## src/hw/l1d_pkg.sv

```systemverilog
// L1 data cache package with shared geometry constants and enum types
`default_nettype none

package l1d_pkg;

  // ==================================================
  // Geometry
  // ==================================================
  localparam int addr_bits   = 32;
  localparam int word_bits   = 32;
  localparam int line_words  = 4;
  localparam int line_bytes  = 16;
  localparam int offset_bits = 4;
  localparam int line_bits   = line_words * word_bits;

  // ==================================================
  // Types
  // ==================================================
  // Access size encoding shared by core and memory side
  typedef enum logic [1:0] {
    SIZE_BYTE = 2'd0,
    SIZE_HALF = 2'd1,
    SIZE_WORD = 2'd2
  } mem_size_e;

  // Controller states
  typedef enum logic [2:0] {
    ST_IDLE       = 3'd0,
    ST_LOOKUP     = 3'd1,
    ST_REFILL     = 3'd2,
    ST_FILL_DONE  = 3'd3,
    ST_WRITE_THRU = 3'd4
  } ctrl_state_e;

endpackage

`default_nettype wire

```

## src/hw/l1d_store_merge.sv

```systemverilog
// Store data placement into a cache line and byte enable generation
`timescale 1ns/1ps
`default_nettype none

module l1d_store_merge (
  input  logic [l1d_pkg::offset_bits-1:0] req_offset,
  input  l1d_pkg::mem_size_e              req_size,
  input  logic [l1d_pkg::word_bits-1:0]   req_wdata,
  output logic [l1d_pkg::line_bits-1:0]   merge_data,
  output logic [l1d_pkg::line_bytes-1:0]  merge_be
);

  logic [1:0]                      slot;
  logic [1:0]                      lane;
  logic [3:0]                      word_be;
  logic [l1d_pkg::word_bits-1:0]   word_data;

  assign slot = req_offset[3:2];
  assign lane = req_offset[1:0];

  // Little-endian lanes within the word
  always_comb
  begin
    case (req_size)
      l1d_pkg::SIZE_BYTE:
      begin
        word_be   = 4'b0001 << lane;
        word_data = {4{req_wdata[7:0]}};
      end
      l1d_pkg::SIZE_HALF:
      begin
        word_be   = lane[1] ? 4'b1100 : 4'b0011;
        word_data = {2{req_wdata[15:0]}};
      end
      default:
      begin
        word_be   = 4'b1111;
        word_data = req_wdata;
      end
    endcase
  end

  // Same word placed in every slot and the enables pick the slot
  always_comb
  begin
    merge_data = {l1d_pkg::line_words{word_data}};
    for (int w = 0; w < l1d_pkg::line_words; w++)
    begin
      merge_be[w*4 +: 4] = (slot == 2'(w)) ? word_be : 4'b0000;
    end
  end

endmodule

`default_nettype wire

```

## config.mk

```make
export PLATFORM = sky130hd
export DESIGN_NAME = l1d_store_merge
export DESIGN_NICKNAME = d
export VERILOG_FILES = /design/src/hw/l1d_pkg.sv /design/src/hw/l1d_store_merge.sv
export SDC_FILE = /design/constraint.sdc
export NUM_CORES = 1
export LEC_CHECK = 0
export BUFFER_PORTS_ARGS = -buffer_cell sky130_fd_sc_hd__buf_2
export CAP_MARGIN = 10
export CORE_AREA = 4 4 68 70
export DETAILED_ROUTE_END_ITERATION = 6
export DIE_AREA = 0 0 72 74
export GPL_TIMING_DRIVEN = 1
export PLACE_DENSITY_LB_ADDON = 0.1
export SLEW_MARGIN = 20
export SYNTH_ARGS = -nofsm -noshare
export SYNTH_HDL_FRONTEND = slang
export SYNTH_SLANG_ARGS = --single-unit
```

## constraint.sdc

```tcl
create_clock -name vclk -period 3.7
set_input_delay 0.74 -clock vclk [all_inputs]
set_output_delay 0.74 -clock vclk [all_outputs]
set_load 0.005 [all_outputs]
```

Yosys cells after proc, flatten, opt, wreduce, memory -nomap -nowiden
Cells that the tools add are included.
- equality and inequality tests: 4
- shift-type cells: 1
- multiplexer cells: 7
- reductions and logical operators: 2
- operators by type and width (operator ; number):
    32-bit one-hot mux with 2 select lines ; 1
    4-bit two-way mux ; 5
    4-bit one-hot mux with 2 select lines ; 1
    2-bit by 1-bit equality test with 1-bit output (second input constant) ; 2
    2-bit equality test (second input constant) ; 2
    2-bit zero test ; 2
    1-bit by 2-bit left shift with 4-bit output (first input constant) ; 1
- register bits after elaboration: 0
- input port bits: 38
- output and inout bits: 144
- word-level logic and storage cells: 14

Logic depth before layout (Yosys ltp)
Gate-level depths: netlist (run 1).
- depth after elaboration: 3
- gate-level depth with buffers: 5

Least setup slack after synthesis (run 1)
No wires, ideal clock.
- kind: input-to-output
- start: input req_size[0]
- end: output merge_data[104] (netlist bit)
- arrival: 1616 ps
- path slack: 1344 ps
- stages: 4
- buffers on the path: 2
- cell sequence: buf_4 -> nor2_4 -> mux2_2 -> buf_4
- word-level cells in the longest chain between the ends: 2
- elaborated cells between the ends (all ways): 3
- those cells by class: 1 x eq/ne; 1 x mux; 1 x reduce/logical
- RTL lines (what ; RTL line ; text):
    start, declared ; l1d_store_merge.sv:7 ; input l1d_pkg::mem_size_e req_size,
    2-bit by 1-bit equality test with 1-bit output / 2-bit zero test (equally long branches) ; l1d_store_merge.sv:24 ; case (req_size)
    32-bit one-hot mux with 2 select lines * ; l1d_store_merge.sv:24 ;
    end, declared ; l1d_store_merge.sv:9 ; output logic [l1d_pkg::line_bits-1:0] merge_data,
Every way passes the cells marked *; elsewhere a longest branch is shown, timed or not.

Worst setup path in the final report (run 1)
- start: input req_size[1]
- end: output merge_data[11] (netlist bit)
The elaborated chain is that of the path after synthesis.

==> impl_metrics.tcl, run 1 <==
set metrics [dict create \
    status "completed" \
    cap_violations 0 \
    drc 0 \
    cts.repair.resized 0 \
    clkPwrFrac_pct 0 \
    postCtsHoldBufs 0 \
    gp_congestion 0.7542 \
    place_inst 299 \
    synth_compound_area_share_pct 5.854 \
    worstHoldPathType "in -> out" \
    required_ns 2.96 \
    slew_headroom_pct 60.97 \
    switching_share_pct 48.49 \
    cp-end-kind "output pin" \
    synth.area.mux_share_pct 20.29 \
    ys_seq_area_share_pct 0 \
    avgSynthCellArea_sq_um 7.328 \
    synthAdderAreaFrac_pct 0 \
    grt_usage_pct 10.17 \
    grtUsageMet1_pct 12.80 \
    p_leak_nw 0.9347 \
    grtUsageMet2_pct 19.90 \
    synth.distinct_cells 13 \
    dieArea_sq_um 5328 \
    io_pins 182 \
    port_buffers 182 \
    period_share_pct 72.56 \
    p_seq_share_pct 0 \
    start_kind "primary input" \
    dpl_cell_area_sq_um 1448 \
    rsz0062_at_grt "false" \
    yosys_warnings 0 \
    die_width_um 72 \
    p_per_area_nw_per_um2 146.5 \
    power_mw 0.2121 \
    final.fill_count 432 \
    multi_input_area_sq_um 470.5 \
    switching_power_mw 0.1029 \
    drive_gt1_share_pct 81.93 \
    wl_per_cell_um 11.51 \
    synth.cell_area_sq_um 1282 \
    seq_area_sq_um 0 \
    cts_setup_buffers 0 \
    p_int_mw 0.1093 \
    row_count 23 \
    n_antenna_cell 0 \
    hold_viol 0 \
    grt_pass1_vias 985 \
    peakVddDrop_v 0.00005501 \
    grt_pass1_wl_um 4664 \
    setup_viol 0 \
    flops_and_latches 0 \
    antenna_found_initial 0 \
    nClkBuffers 0 \
    synth_top_family_by_area "buffers and inverters" \
    drt-pass1-iter-count 3 \
    synth_xor_area_share_pct 0 \
    tightest_slew_ns 0.5854 \
    critPathMaxFanout 29 \
    syn_nets 213 \
    fin_hold_ws_ns 1.722 \
    core_area_sq_um 3971 \
    yosys.area_share.simple_pct 10.54 \
    area_growth_pct 12.88 \
    overflow 0 \
    grt_util_met3_pct 0.9459 \
    vias_per_cell 3.963 \
    grt_max_degree 30 \
    stdcell_count 299 \
    setup.worst_path.class "in -> out" \
    syn_inst 175 \
    via_count 1185 \
    ant_nets 0 \
    min_period_ns 2.685 \
    fin_nets 289 \
    final-max-slew-violation-count 0 \
    layout_commonest_cell "buf_2" \
    finalSetupTns_ns 0 \
    fmax_mhz 372.5 \
    wirelength_um 3442 \
    gr-max-usage-layer "met2" \
    start_util_pct 32.29 \
    p_comb_share_pct 100.0 \
    mostFrequentLayoutCells "182 x buf_2, 16 x mux2_2, 12 x nor2_1, 9 x nand2_1" \
    dp_hpwl_um 3037 \
    fin_area_sq_um 1448 \
    drt_iter0_drc 9 \
    worstPathArrival_ns 1.94 \
    die_h_um 74 \
]
## worst max-delay path, stage by stage
cell    delay (ns)
buf_2         0.29
nor2_4        0.36
mux2_2        0.41
buf_2         0.14
## synthesized netlist by cell type
cell | count | area, sq um
buf_4 | 107 | 803.3
o21ai_0 | 8 | 40.04
or2_2 | 1 | 6.260
mux2_2 | 16 | 180.2
buf_2 | 1 | 5.000
a21oi_2 | 4 | 35.03
nand2_1 | 9 | 33.78
nand2b_1 | 3 | 18.77
mux2i_1 | 8 | 80.08
nor3_1 | 4 | 20.02
nor2_1 | 12 | 45.04
inv_1 | 1 | 3.750
nor2_4 | 1 | 11.26
## layer usage
layer | up-vias | part of all wire, %
met3 | 0 | 11
met1 | 498 | 34
met4 | 0 | 0
met2 | 79 | 55
li1 | 608 | -
met5 | - | 0
## worst paths after layout
check / startpoint / end / slack [ns] / cells after the start
hold / removal: req_wdata[0] / merge_data[64] / 1.72 / 2
setup / recovery: req_size[1] / merge_data[11] / 1.02 / 4
## cells by family (layout without fill, tap and decap cells)
family / after synthesis / in the layout
buf+inv: 109 / 183
simple gates: 30 / 30
mux: 24 / 24
compound gates: 12 / 12
## power groups by stage
stage / clock [mW] / combinational (mW) / sequential (mW)
2_1_floorplan: 0 / 0.190 / 0
3_3_place_gp: 0 / 0.218 / 0
3_5_place_dp: 0 / 0.217 / 0
4_1_cts: 0 / 0.218 / 0
5_1_grt: 0 / 0.237 / 0
6_report: 0 / 0.212 / 0
## through the flow
step,utilization (%),setup slack (ns)
after floorplan,-,1.344
final,36.45,1.015
after global routing,36.45,0.9077
after global placement,36.45,1.025
after detailed placement,36.45,0.9950
after CTS,36.45,0.9894
## final cells by class
class                           count  area share, %
Tap cell                           50          4.322
Inverter                            1         0.2593
Timing Repair Buffer              182          62.92
Multi-Input combinational cell     66          32.50
Note: power is estimated with default switching activity, not from simulation.
==> run 2, diff against run 1 <==
- ABC_AREA: not set -> 1
- CORE_AREA: 4 4 68 70 -> not set
- CORE_MARGIN: not set -> 4
- CORE_UTILIZATION: not set -> 32
- DIE_AREA: 0 0 72 74 -> not set
- clock period: 3.7 -> 2.7 ns (I/O delays scaled with it)
==> run 2 against run 1 <==
Effect of this change:
- largest cell class unchanged
- via count is 19% higher
- critical path depth increased by 1
- critical endpoint is now merge_data[115]
- synthesized cell count rose by 22%
- worst hold slack worse by 0.41 ns
- global-route usage up 3.3 points
- sequential share of layout area is the same
- cell count is 12% higher
==> impl_metrics.tcl, run 2 <==
set metrics [dict create \
    fin_area_sq_um 1441 \
    worstPathArrival_ns 1.48 \
    port_buffers 182 \
    drc 0 \
    fin_util_pct 37.94 \
    drt_iter0_drc 40 \
    wl_per_cell_um 12.13 \
    synth.cell_area_sq_um 1305 \
    cts_setup_buffers 0 \
    layout_commonest_cell "buf_2" \
    rsz0062_at_grt "false" \
    start_kind "primary input" \
    slew_headroom_pct 75.08 \
    final-max-slew-violation-count 0 \
    fin_ws_ns 0.6779 \
    dpl_cell_area_sq_um 1441 \
    min_period_ns 2.022 \
    overflow 0 \
    syn_inst 214 \
    dp_hpwl_um 3515 \
    p_leak_nw 1.022 \
    place_inst 335 \
    netlist.top_cell.by_area "buf_4" \
    drive_gt1_share_pct 66.90 \
    fin_nets 327 \
    antenna_found_initial 0 \
    grt_max_degree 25 \
    area_growth_pct 10.45 \
    yosys.area_share.simple_pct 23.49 \
    cp-end-kind "output pin" \
    setup_viol 0 \
    peakVddDrop_v 0.00008229 \
    synth_top_family_by_area "buffers and inverters" \
    wirelength_um 4062 \
    required_ns 2.16 \
    tightest_slew_ns 0.3737 \
    via_count 1410 \
    hold_viol 0 \
    setup.worst_path.class "in -> out" \
    pre_cts_slack_ns 0.6431 \
    die_h_um 71.86 \
    synth.area.mux_share_pct 0 \
    grt_pass1_wl_um 5858 \
    postCtsHoldBufs 0 \
    drt-pass1-iter-count 4 \
    core_area_sq_um 3799 \
    critPathLaunch "req_size[1]" \
    stdcell_count 335 \
    yosysMostFrequentCell "buf_4" \
    yosys_warnings 0 \
    finalSetupTns_ns 0 \
    io_pins 182 \
    synth_top_cell_area_share_pct 59.83 \
    synth_compound_area_share_pct 10.55 \
    dieArea_sq_um 5164 \
    worstHoldPathType "in -> out" \
    synth.area.top_cells "buf_4 60%, nand2_1 17%, a21oi_1 6.1%, buf_6 4.3%, nand3_1 3.1%" \
    fmax_mhz 494.5 \
    cap_violations 0 \
    n_antenna_cell 0 \
    endpoint "merge_data[115]" \
    power_mw 0.2980 \
    vias_per_cell 4.209 \
    grt_usage_pct 13.43 \
    mostFrequentLayoutCells "182 x buf_2, 60 x nand2_1, 16 x a21oi_1, 8 x nand3_1" \
    synth_common_cells "104 x buf_4, 60 x nand2_1, 16 x a21oi_1, 8 x nand3_1, 5 x buf_6" \
    critPathMaxFanout 24 \
    gp_congestion 0.7128 \
    seq_area_sq_um 0 \
    synth_xor_area_share_pct 0 \
    ant_nets 0 \
    synthAdderAreaFrac_pct 0 \
    row_count 22 \
    ys_seq_area_share_pct 0 \
    p_per_area_nw_per_um2 206.8 \
    flops_and_latches 0 \
    period_share_pct 74.89 \
    die_width_um 71.86 \
    synth.distinct_cells 13 \
    nClkBuffers 0 \
    grt_pass1_vias 1266 \
    start_util_pct 34.35 \
    final.fill_count 452 \
    avgSynthCellArea_sq_um 6.098 \
    multi_input_area_sq_um 444.2 \
    syn_nets 252 \
    cts.repair.resized 0 \
    fin_hold_ws_ns 1.316 \
    status "completed" \
]
==> run 2: kinds of logic (layout without fill, tap and decap cells) <==
| kind of cell | Yosys count | count (layout) |
|---|---|---|
| and+or+nand+nor | 73 | 73 |
| AOI/OAI and AO/OA | 26 | 26 |
| buffers and inverters | 115 | 188 |
==> run 2: where the power goes <==
part | total, mW | internal, mW | switching, mW
Combinational | 0.298 | 0.141 | 0.157
Sequential | 0 | 0 | 0
Clock | 0 | 0 | 0
Total | 0.298 | 0.141 | 0.157
==> run 2: area by class of cell <==
cell class	instances	area share, %
Timing Repair Buffer	183	63.72
Multi-Input combinational cell	99	30.82
Tap cell	48	4.167
Inverter	5	1.302
==> run 2: worst min-delay path by stage <==
stage | from | end | slack, ns | cells past startpoint
after floorplan | req_wdata[0] | merge_data[0] | 1.16 | 1
after global placement | req_wdata[2] | merge_data[34] | 1.32 | 2
after detailed placement | req_wdata[2] | merge_data[66] | 1.32 | 2
after CTS | req_wdata[2] | merge_data[98] | 1.32 | 2
after global routing | req_wdata[5] | merge_data[5] | 1.33 | 2
final | req_wdata[5] | merge_data[101] | 1.32 | 2
==> run 2: critical path: stages <==
cell     delay, ns
buf_2         0.32
inv_2         0.25
nand2_1       0.11
nand2_1       0.10
buf_2         0.15
==> run 2: per-layer routing <==
layer | GRT usage, % | wire (um) | up-vias
met1 | 15.88 | 1514 | 594
met3 | 1.403 | 489 | 0
met5 | 0 | 0 | -
met2 | 27.04 | 2058 | 104
met4 | 0 | 0 | 0
li1 | - | - | 712
