File: src/hw/l1d_pkg.sv
// L1 data cache package with shared geometry constants and enum types
`default_nettype none

package l1d_pkg;

  // ==================================================
  // Geometry
  // ==================================================
  localparam int addr_bits   = 32;
  localparam int word_bits   = 32;
  localparam int line_words  = 4;
  localparam int line_bytes  = 16;
  localparam int offset_bits = 4;
  localparam int line_bits   = line_words * word_bits;

  // ==================================================
  // Types
  // ==================================================
  // Access size encoding shared by core and memory side
  typedef enum logic [1:0] {
    SIZE_BYTE = 2'd0,
    SIZE_HALF = 2'd1,
    SIZE_WORD = 2'd2
  } mem_size_e;

  // Controller states
  typedef enum logic [2:0] {
    ST_IDLE       = 3'd0,
    ST_LOOKUP     = 3'd1,
    ST_REFILL     = 3'd2,
    ST_FILL_DONE  = 3'd3,
    ST_WRITE_THRU = 3'd4
  } ctrl_state_e;

endpackage

`default_nettype wire

File: src/hw/l1d_ctrl.sv
// Cache controller with hit check, line refill and write-through sequencing
`timescale 1ns/1ps
`default_nettype none

module l1d_ctrl #(
  parameter int INDEX_BITS = 6
) (
  input  logic                            clk,
  input  logic                            rst,
  // Core side
  input  logic                            core_req,
  input  logic                            core_write,
  input  logic [l1d_pkg::addr_bits-1:0]   core_addr,
  input  logic [l1d_pkg::word_bits-1:0]   core_wdata,
  input  l1d_pkg::mem_size_e              core_size,
  output logic                            core_wait,
  output logic [l1d_pkg::word_bits-1:0]   core_rdata,
  // Memory side
  input  logic                            mem_wait,
  input  logic [l1d_pkg::word_bits-1:0]   mem_rdata,
  output logic                            mem_req,
  output logic                            mem_write,
  output logic [l1d_pkg::addr_bits-1:0]   mem_addr,
  output logic [l1d_pkg::word_bits-1:0]   mem_wdata,
  output l1d_pkg::mem_size_e              mem_size,
  // Tag store
  output logic [INDEX_BITS-1:0]           tag_index,
  output logic                            tag_we,
  output logic [l1d_pkg::addr_bits-INDEX_BITS-l1d_pkg::offset_bits-1:0] tag_wdata,
  input  logic [l1d_pkg::addr_bits-INDEX_BITS-l1d_pkg::offset_bits-1:0] tag_rdata,
  input  logic                            line_valid,
  // Data store
  output logic [INDEX_BITS-1:0]           data_index,
  output logic [l1d_pkg::line_bytes-1:0]  byte_we,
  output logic [l1d_pkg::line_bits-1:0]   line_wdata,
  input  logic [l1d_pkg::line_bits-1:0]   line_rdata,
  // Store merge
  output logic [l1d_pkg::offset_bits-1:0] req_offset,
  output l1d_pkg::mem_size_e              req_size,
  output logic [l1d_pkg::word_bits-1:0]   req_wdata,
  input  logic [l1d_pkg::line_bits-1:0]   merge_data,
  input  logic [l1d_pkg::line_bytes-1:0]  merge_be
);

  localparam int tag_bits = l1d_pkg::addr_bits - INDEX_BITS - l1d_pkg::offset_bits;

  l1d_pkg::ctrl_state_e        state;
  l1d_pkg::ctrl_state_e        state_nxt;
  logic [l1d_pkg::addr_bits-1:0] req_addr;
  logic                        req_write;
  logic [1:0]                  beat;
  logic [1:0]                  req_slot;
  logic [INDEX_BITS-1:0]       req_index;
  logic [tag_bits-1:0]         req_tag;
  logic                        accept;
  logic                        hit;
  logic                        beat_done;

  assign accept    = (state == l1d_pkg::ST_IDLE) && core_req;
  assign req_slot  = req_addr[3:2];
  assign req_index = req_addr[l1d_pkg::offset_bits +: INDEX_BITS];
  assign req_tag   = req_addr[l1d_pkg::addr_bits-1 -: tag_bits];
  assign hit       = line_valid && (tag_rdata == req_tag);
  assign beat_done = (state == l1d_pkg::ST_REFILL) && !mem_wait;

  // ==================================================
  // Request latch and state
  // ==================================================
  always_ff @(posedge clk)
  begin
    if (accept)
    begin
      req_addr   <= core_addr;
      req_write  <= core_write;
      req_wdata  <= core_wdata;
      req_size   <= core_size;
    end
  end

  always_ff @(posedge clk or posedge rst)
  begin
    if (rst)
    begin
      state <= l1d_pkg::ST_IDLE;
      beat  <= 2'd0;
    end
    else
    begin
      state <= state_nxt;
      // Wraps back to zero after the last word
      if (beat_done)
      begin
        beat <= beat + 2'd1;
      end
    end
  end

  always_comb
  begin
    state_nxt = state;
    case (state)
      l1d_pkg::ST_IDLE:
        if (core_req) state_nxt = l1d_pkg::ST_LOOKUP;
      l1d_pkg::ST_LOOKUP:
        if (req_write)  state_nxt = l1d_pkg::ST_WRITE_THRU;
        else if (hit)   state_nxt = l1d_pkg::ST_IDLE;
        else            state_nxt = l1d_pkg::ST_REFILL;
      l1d_pkg::ST_REFILL:
        if (beat_done && beat == 2'd3) state_nxt = l1d_pkg::ST_FILL_DONE;
      l1d_pkg::ST_FILL_DONE:
        state_nxt = l1d_pkg::ST_IDLE;
      l1d_pkg::ST_WRITE_THRU:
        if (!mem_wait) state_nxt = l1d_pkg::ST_IDLE;
      default:
        state_nxt = l1d_pkg::ST_IDLE;
    endcase
  end

  // Load data comes from the hit line or from the refill beat of the requested slot
  always_ff @(posedge clk)
  begin
    if (state == l1d_pkg::ST_LOOKUP && !req_write && hit)
    begin
      core_rdata <= line_rdata[req_slot*l1d_pkg::word_bits +: l1d_pkg::word_bits];
    end
    else if (beat_done && beat == req_slot)
    begin
      core_rdata <= mem_rdata;
    end
  end

  // ==================================================
  // Outputs
  // ==================================================
  assign core_wait  = (state != l1d_pkg::ST_IDLE) || core_req;
  assign req_offset = req_addr[l1d_pkg::offset_bits-1:0];

  // Index goes out straight from the core in the acceptance cycle
  assign tag_index  = accept ? core_addr[l1d_pkg::offset_bits +: INDEX_BITS] : req_index;
  assign data_index = tag_index;
  assign tag_we     = (state == l1d_pkg::ST_FILL_DONE);
  assign tag_wdata  = req_tag;

  always_comb
  begin
    byte_we    = '0;
    line_wdata = {l1d_pkg::line_words{mem_rdata}};
    if (state == l1d_pkg::ST_LOOKUP && req_write && hit)
    begin
      byte_we    = merge_be;
      line_wdata = merge_data;
    end
    else if (beat_done)
    begin
      byte_we[beat*4 +: 4] = 4'b1111;
    end
  end

  assign mem_req   = (state == l1d_pkg::ST_REFILL) || (state == l1d_pkg::ST_WRITE_THRU);
  assign mem_write = (state == l1d_pkg::ST_WRITE_THRU);
  assign mem_wdata = req_wdata;
  assign mem_size  = mem_write ? req_size : l1d_pkg::SIZE_WORD;
  assign mem_addr  = mem_write ? req_addr :
                     {req_addr[l1d_pkg::addr_bits-1:l1d_pkg::offset_bits], beat, 2'b00};

endmodule

`default_nettype wire

File: config.mk
export PLATFORM = sky130hd
export DESIGN_NAME = l1d_ctrl
export DESIGN_NICKNAME = d
export VERILOG_FILES = /design/src/hw/l1d_pkg.sv /design/src/hw/l1d_ctrl.sv
export SDC_FILE = /design/constraint.sdc
export NUM_CORES = 1
export LEC_CHECK = 0
export ABC_AREA = 1
export BUFFER_PORTS_ARGS = -buffer_cell sky130_fd_sc_hd__buf_2
export CORE_AREA = 10 10 270 272
export DETAILED_ROUTE_END_ITERATION = 7
export DIE_AREA = 0 0 280 282
export HOLD_SLACK_MARGIN = 0.08
export PLACE_DENSITY_LB_ADDON = 0.12
export SLEW_MARGIN = 10
export SYNTH_ARGS = -nofsm -noshare
export SYNTH_HDL_FRONTEND = slang
export SYNTH_SLANG_ARGS = --single-unit
File: constraint.sdc
create_clock -name clk -period 2.6 [get_ports clk]
set_clock_uncertainty 0.1 [all_clocks]
set_input_delay 0.13 -clock clk [delete_from_list [all_inputs] [get_ports clk]]
set_output_delay 0.13 -clock clk [all_outputs]
set_load 0.005 [all_outputs]
==> Word level (Yosys, flattened, before mapping) <==
Index checks and enable logic that the tools add are counted.
{ "op_classes": {"bitwise_logic": 1, "multipliers": 0, "shifts": 3, "n_reduce_logical": 17, "magnitude_cmp": 0, "mux": 14, "eq_ne": 10, "div": 0, "add_sub_neg": 2} }
{ "ops": {"columns": ["op", "count"], "rows": [
  ["two-way mux 128 bit", 1],
  ["variable part select 128 x 8 -> 32 bit", 1],
  ["two-way mux 32 bit", 2],
  ["negator 4 -> 34 bit", 1],
  ["variable shift 4 x 34 -> 16 bit, first input constant", 1],
  ["variable part select 4 x 34 -> 16 bit, first input constant", 1],
  ["two-way mux 16 bit", 2],
  ["== test 22 bit", 1],
  ["AND 16 bit", 1],
  ["two-way mux 3 bit", 4],
  ["one-hot mux 3 bit (4 select lines)", 1],
  ["logical AND 1 bit", 9],
  ["== test 3 x 2 -> 1 bit, second input constant", 2],
  ["two-way mux 6 bit", 1],
  ["two-way mux 2 bit", 2],
  ["two-way mux 4 bit", 1],
  ["inequality test 2 bit, second input constant", 2],
  ["== test 3 x 1 -> 1 bit, second input constant", 1],
  ["== test 3 bit, second input constant", 1],
  ["logical NOT 3 bit", 1],
  ["AND reduction 3 bit", 1],
  ["nonzero test 3 bit", 1],
  ["adder 2 x 1 -> 2 bit, second input constant", 1],
  ["== test 2 bit", 1],
  ["5 further kinds", 7]
]} }
{ "word_totals": {"memories": 0, "romBits": 0, "ram_bits": 0, "latchBits": 0, "in_bits": 398, "ff_bits": 104, "output_inout_bits": 318} }

==> Longest topological paths before layout <==
{ "depth": {"word_depth": 5, "depth_mapped": 12, "depth_no_buf": 11} }

==> Least setup slack after synthesis <==
Ideal clock, no wire load.
{ "synth_timing": {"kind": "register to output", "from": "register state[0]", "to": "output port tag_index[0]", "path_stages_with_launch": 7, "t_arrival_ns": 2.617, "setup_slack_ns": -0.247, "path_buffers": 1, "path_cell_list": "dfrtp_1 nor2_1 nand3_1 inv_1 nand2_1 nand2_1 buf_4"} }
{ "synth_between": {"elab_chain_len": 3} }
{ "synth_rtl": {"columns": ["item", "line_no", "rtl"], "rows": [
  ["start: declaration", "l1d_ctrl.sv:47", "l1d_pkg::ctrl_state_e state;"],
  ["start signal: assignment", "l1d_ctrl.sv:84", "state <= l1d_pkg::ST_IDLE;"],
  ["start signal: assignment", "l1d_ctrl.sv:89", "state <= state_nxt;"],
  ["logical NOT 3 bit", "l1d_ctrl.sv:59", "assign accept = (state == l1d_pkg::ST_IDLE) && core_req;"],
  ["logical AND 1 bit", "l1d_ctrl.sv:59", null],
  ["net accept", "l1d_ctrl.sv:55", "logic accept;"],
  ["two-way mux 6 bit", "l1d_ctrl.sv:139", "assign tag_index = accept ? core_addr[l1d_pkg::offset_bits +: INDEX_BITS] : req_index;"],
  ["end: declaration", "l1d_ctrl.sv:27", "output logic [INDEX_BITS-1:0] tag_index,"]
]} }
The timed path passes the listed nets, and every way through them passes these cells.

==> Final worst setup path <==
{ "layout_timing": {"from": "register req_addr[25] (netlist bit)", "to": "output port line_wdata[51] (netlist bit)"} }
{ "layout_between": {"elab_chain_len": 4} }
{ "layout_rtl": {"columns": ["item", "line_no", "rtl"], "rows": [
  ["start: declaration", "l1d_ctrl.sv:49", "logic [l1d_pkg::addr_bits-1:0] req_addr;"],
  ["start signal: assignment", "l1d_ctrl.sv:73", "req_addr <= core_addr;"],
  ["== test 22 bit", "l1d_ctrl.sv:63", "assign hit = line_valid && (tag_rdata == req_tag);"],
  ["logical AND 1 bit", "l1d_ctrl.sv:63", null],
  ["logical AND 1 bit", "l1d_ctrl.sv:148", "if (state == l1d_pkg::ST_LOOKUP && req_write && hit)"],
  ["two-way mux 128 bit", "l1d_ctrl.sv:148", null],
  ["end: declaration", "l1d_ctrl.sv:35", "output logic [l1d_pkg::line_bits-1:0] line_wdata,"]
]} }
No other way between the ends.

==> results.toml <==
[flow_run]
maxCapViolations = 0

[worst_setup_path]
critPathSlowestCell = "edfxtp_1"
crit_fanout = 20
critPathLaunchType = "flop"
critPathBufInv = 5
timing.critical_path.mode_cell = "nand2_2"
crit_family = "simple AND/OR/NAND/NOR gates"
worst_setup_path_end_kind = "output port"
critPathArrivalTime_ps = 2360
crit_required_ps = 2370
crit_chain = "nand2_2 -> nand2_2 -> inv_2 -> nand2_2 -> nor2_2 -> nand2_2 -> nor2_4 -> buf_6 -> buf_12 -> buf_16 -> nand4_1 -> nand2_2 -> buf_6"
worst-setup-path-type = "flop to output port"
slowest_delay_ps = 470

[detailed_routing]
viasPerCell = 4.02
drt_wl_total_um = 64900
drtPass1Iterations = 5
drtAntennaViolNets = 0
vias = 11300
drc_errors = 0
dr.first_iter.drc_count = 671
post_drt_wl_per_cell_um = 23.0

[layout]
nets = 2325
area_growth_pct = 88.6
fin_util = 0.224
drive_gt1_frac = 0.480
final.fill_count = 7748
final-seq-area_um2 = 3100
multi_input_area_um2 = 4210
fin_area_um2 = 15200
layout.cells.non_filler = 2818

[status]
status = "finished clean"

[timing]
setup_violations = 0
hold_violations = 0
setup_ws_ps = 5.46
worstMarginPinSlew_ps = 649
min_period_over_period = 0.998
setup_tns_ps = 0
rsz0062_at_grt = "true"
relSlewSlack = 0.566
max_freq_mhz = 385
min_period_ps = 2590
finalMaxSlewViolations = 0

[global_route]
grt_pass1_wl_um = 86200
overflow = 0
grt_pass1_vias = 11800
grt.total_usage = 0.150
antenna_found_initial = 12
grt_max_degree = 68

[floorplanning]
die_x_um = 280
coreArea_um2 = 67700
ios = 716
dieArea_um2 = 79000
initial_core_util = 0.119
rows = 96
die_y_um = 282

[clocking]
clock_latency_ps = 400
cts_buffers = 9
clkSinkCount = 104
clkSlewWorstSetupHoldPaths_ps = 90
cts-root-buf = "clkbuf_16"
cts_buffer_depth = 2
cts-htree-levels = 3
tritoncts = "done"

[pwr]
p_leak_nw = 7.46
ir_drop_uv = 314
power_density_nw_per_um2 = 511

[yosys]
yosysWarnings = 0
yosysSeqAreaShare = 0.385
syn_avg_cell_area_um2 = 7.12
syn_inst = 1130
yosysUniqueCellTypes = 28
syn-num-nets = 1532
ys_ff_latch = 104
syn_area_um2 = 8050

[placement]
dp_hpwl_um = 51400
place_area_um2 = 12400
place_ws_ps = -72.6
gp_congestion = 0.871
port_buffers = 715
dp.cells = 2635

[hold_path]
hp-class = "input port to flop"
## layer usage
layer,part of all wire,wire [um],vias up,track usage
met4,0.014,923,6,0.0255
met3,0.087,5620,65,0.0526
met2,0.51,33300,562,0.276
met5,0.00071,46,-,0
met1,0.38,24900,5310,0.166
li1,-,-,5384,-
## through the flow
stage,hold slack [ps],power [mW]
floorplan,-191,4.13
global placement,-44.1,5.90
detailed placement,-45.1,5.87
CTS,103,7.85
global route,154,8.36
finish,111,7.75
## registers in the layout (all words and copies together), names as in the netlist
name,cells
core_rdata,32
mem_wdata,32
req_addr,32
state,3
beat,2
req_size,2
req_write,1
## logic make-up (layout without fill, tap and decap cells)
kind of cell	Yosys count	count (layout)	share of synthesized area
simple gates	702	702	0.399
buf+inv	215	1013	0.142
flops	104	104	0.385
compound gates	102	102	0.0638
fa+ha+maj	4	4	0.00622
xor+xnor	3	3	0.00327
other cells	0	8	0
## where the power goes
part | total [mW] | leakage, nW | switching (mW) | internal (mW)
logic | 3.75 | 6.33 | 2.21 | 1.53
registers | 2.44 | 0.975 | 0.217 | 2.23
clock network | 1.56 | 0.154 | 0.848 | 0.710
total | 7.75 | 7.46 | 3.28 | 4.47
## cell usage after synthesis
master / count / area share
nor2_4: 3 / 0.0042
buf_2: 36 / 0.022
nand4_2: 1 / 0.0016
a21oi_1: 1 / 0.00062
nand3_1: 8 / 0.0050
a21boi_1: 1 / 0.00093
nor4_1: 1 / 0.00078
clkinv_1: 2 / 0.00093
clkbuf_1: 20 / 0.0093
inv_1: 62 / 0.029
nand4_1: 179 / 0.14
buf_6: 3 / 0.0042
buf_1: 9 / 0.0042
or2_1: 1 / 0.00078
and2_1: 1 / 0.00078
edfxtp_1: 99 / 0.37
inv_2: 11 / 0.0051
dfrtp_1: 5 / 0.016
nand2_2: 30 / 0.023
ha_1: 4 / 0.0062
xor2_1: 1 / 0.0011
xnor2_1: 2 / 0.0022
nand2_1: 353 / 0.16
nor2_1: 124 / 0.058
nor3_2: 1 / 0.0012
o21ai_1: 20 / 0.012
o21ai_0: 80 / 0.050
buf_4: 72 / 0.067
## cells in the final DEF (no fill, tap or decap), types with 2 or more instances in the layout
| cell type | count |
|---|---|
| nor2_2 | 8 |
| buf_4 | 53 |
| buf_16 | 11 |
| buf_2 | 708 |
| inv_6 | 2 |
| nand3_1 | 6 |
| xnor2_1 | 2 |
| nor2_4 | 5 |
| edfxtp_1 | 99 |
| diode_2 | 8 |
| dlygate4sd3_1 | 102 |
| nand2_2 | 28 |
| dfrtp_1 | 5 |
| nand2_4 | 13 |
| nand3_2 | 2 |
| o21ai_0 | 80 |
| clkinv_8 | 2 |
| inv_2 | 12 |
| nor2_1 | 114 |
| inv_1 | 60 |
| nand4_1 | 179 |
| nand2_8 | 16 |
| nand2_1 | 326 |
| buf_8 | 5 |
| clkbuf_16 | 20 |
| ha_1 | 4 |
| buf_12 | 15 |
| inv_12 | 2 |
| o21ai_1 | 20 |
| buf_6 | 16 |
## layout make-up
type / instances / share of cell area
flip-flops and latches: 104 / 0.204
diodes: 8 / 0.00132
clock inverters: 7 / 0.00619
inverters: 75 / 0.0190
multi-input cells: 811 / 0.278
repair buffers: 922 / 0.404
clock buffers: 9 / 0.0148
well taps: 882 / 0.0727
## tightest hold or removal path: stages
cell	delay, ps
buf_2	180
nand2_1	110
nand2_1	70
## final timing paths
kind	from	endpoint	slack (ps)	cells after the start
setup / recovery	req_addr[25]	line_wdata[51]	5	13
hold reg to reg	state[2]	state[0]	410	1
max in group asynchronous	rst	state[2]	1570	4
min in group asynchronous	rst	beat[1]	640	4
setup reg to reg	req_addr[25]	core_rdata[8]	340	12
hold / removal	mem_rdata[31]	core_rdata[31]	110	3
## what timing repair did
item                                    in CTS  in global routing
buffers inserted                            13                 24
pin swaps                                    5                 16
hold buffers                               102                  0
gates resized for setup                     34                 96
hold endpoints to repair                   106                  0
endpoints found under the setup margin     179                208
cloned                                       7                 14
(Power assumes the default switching activity.)
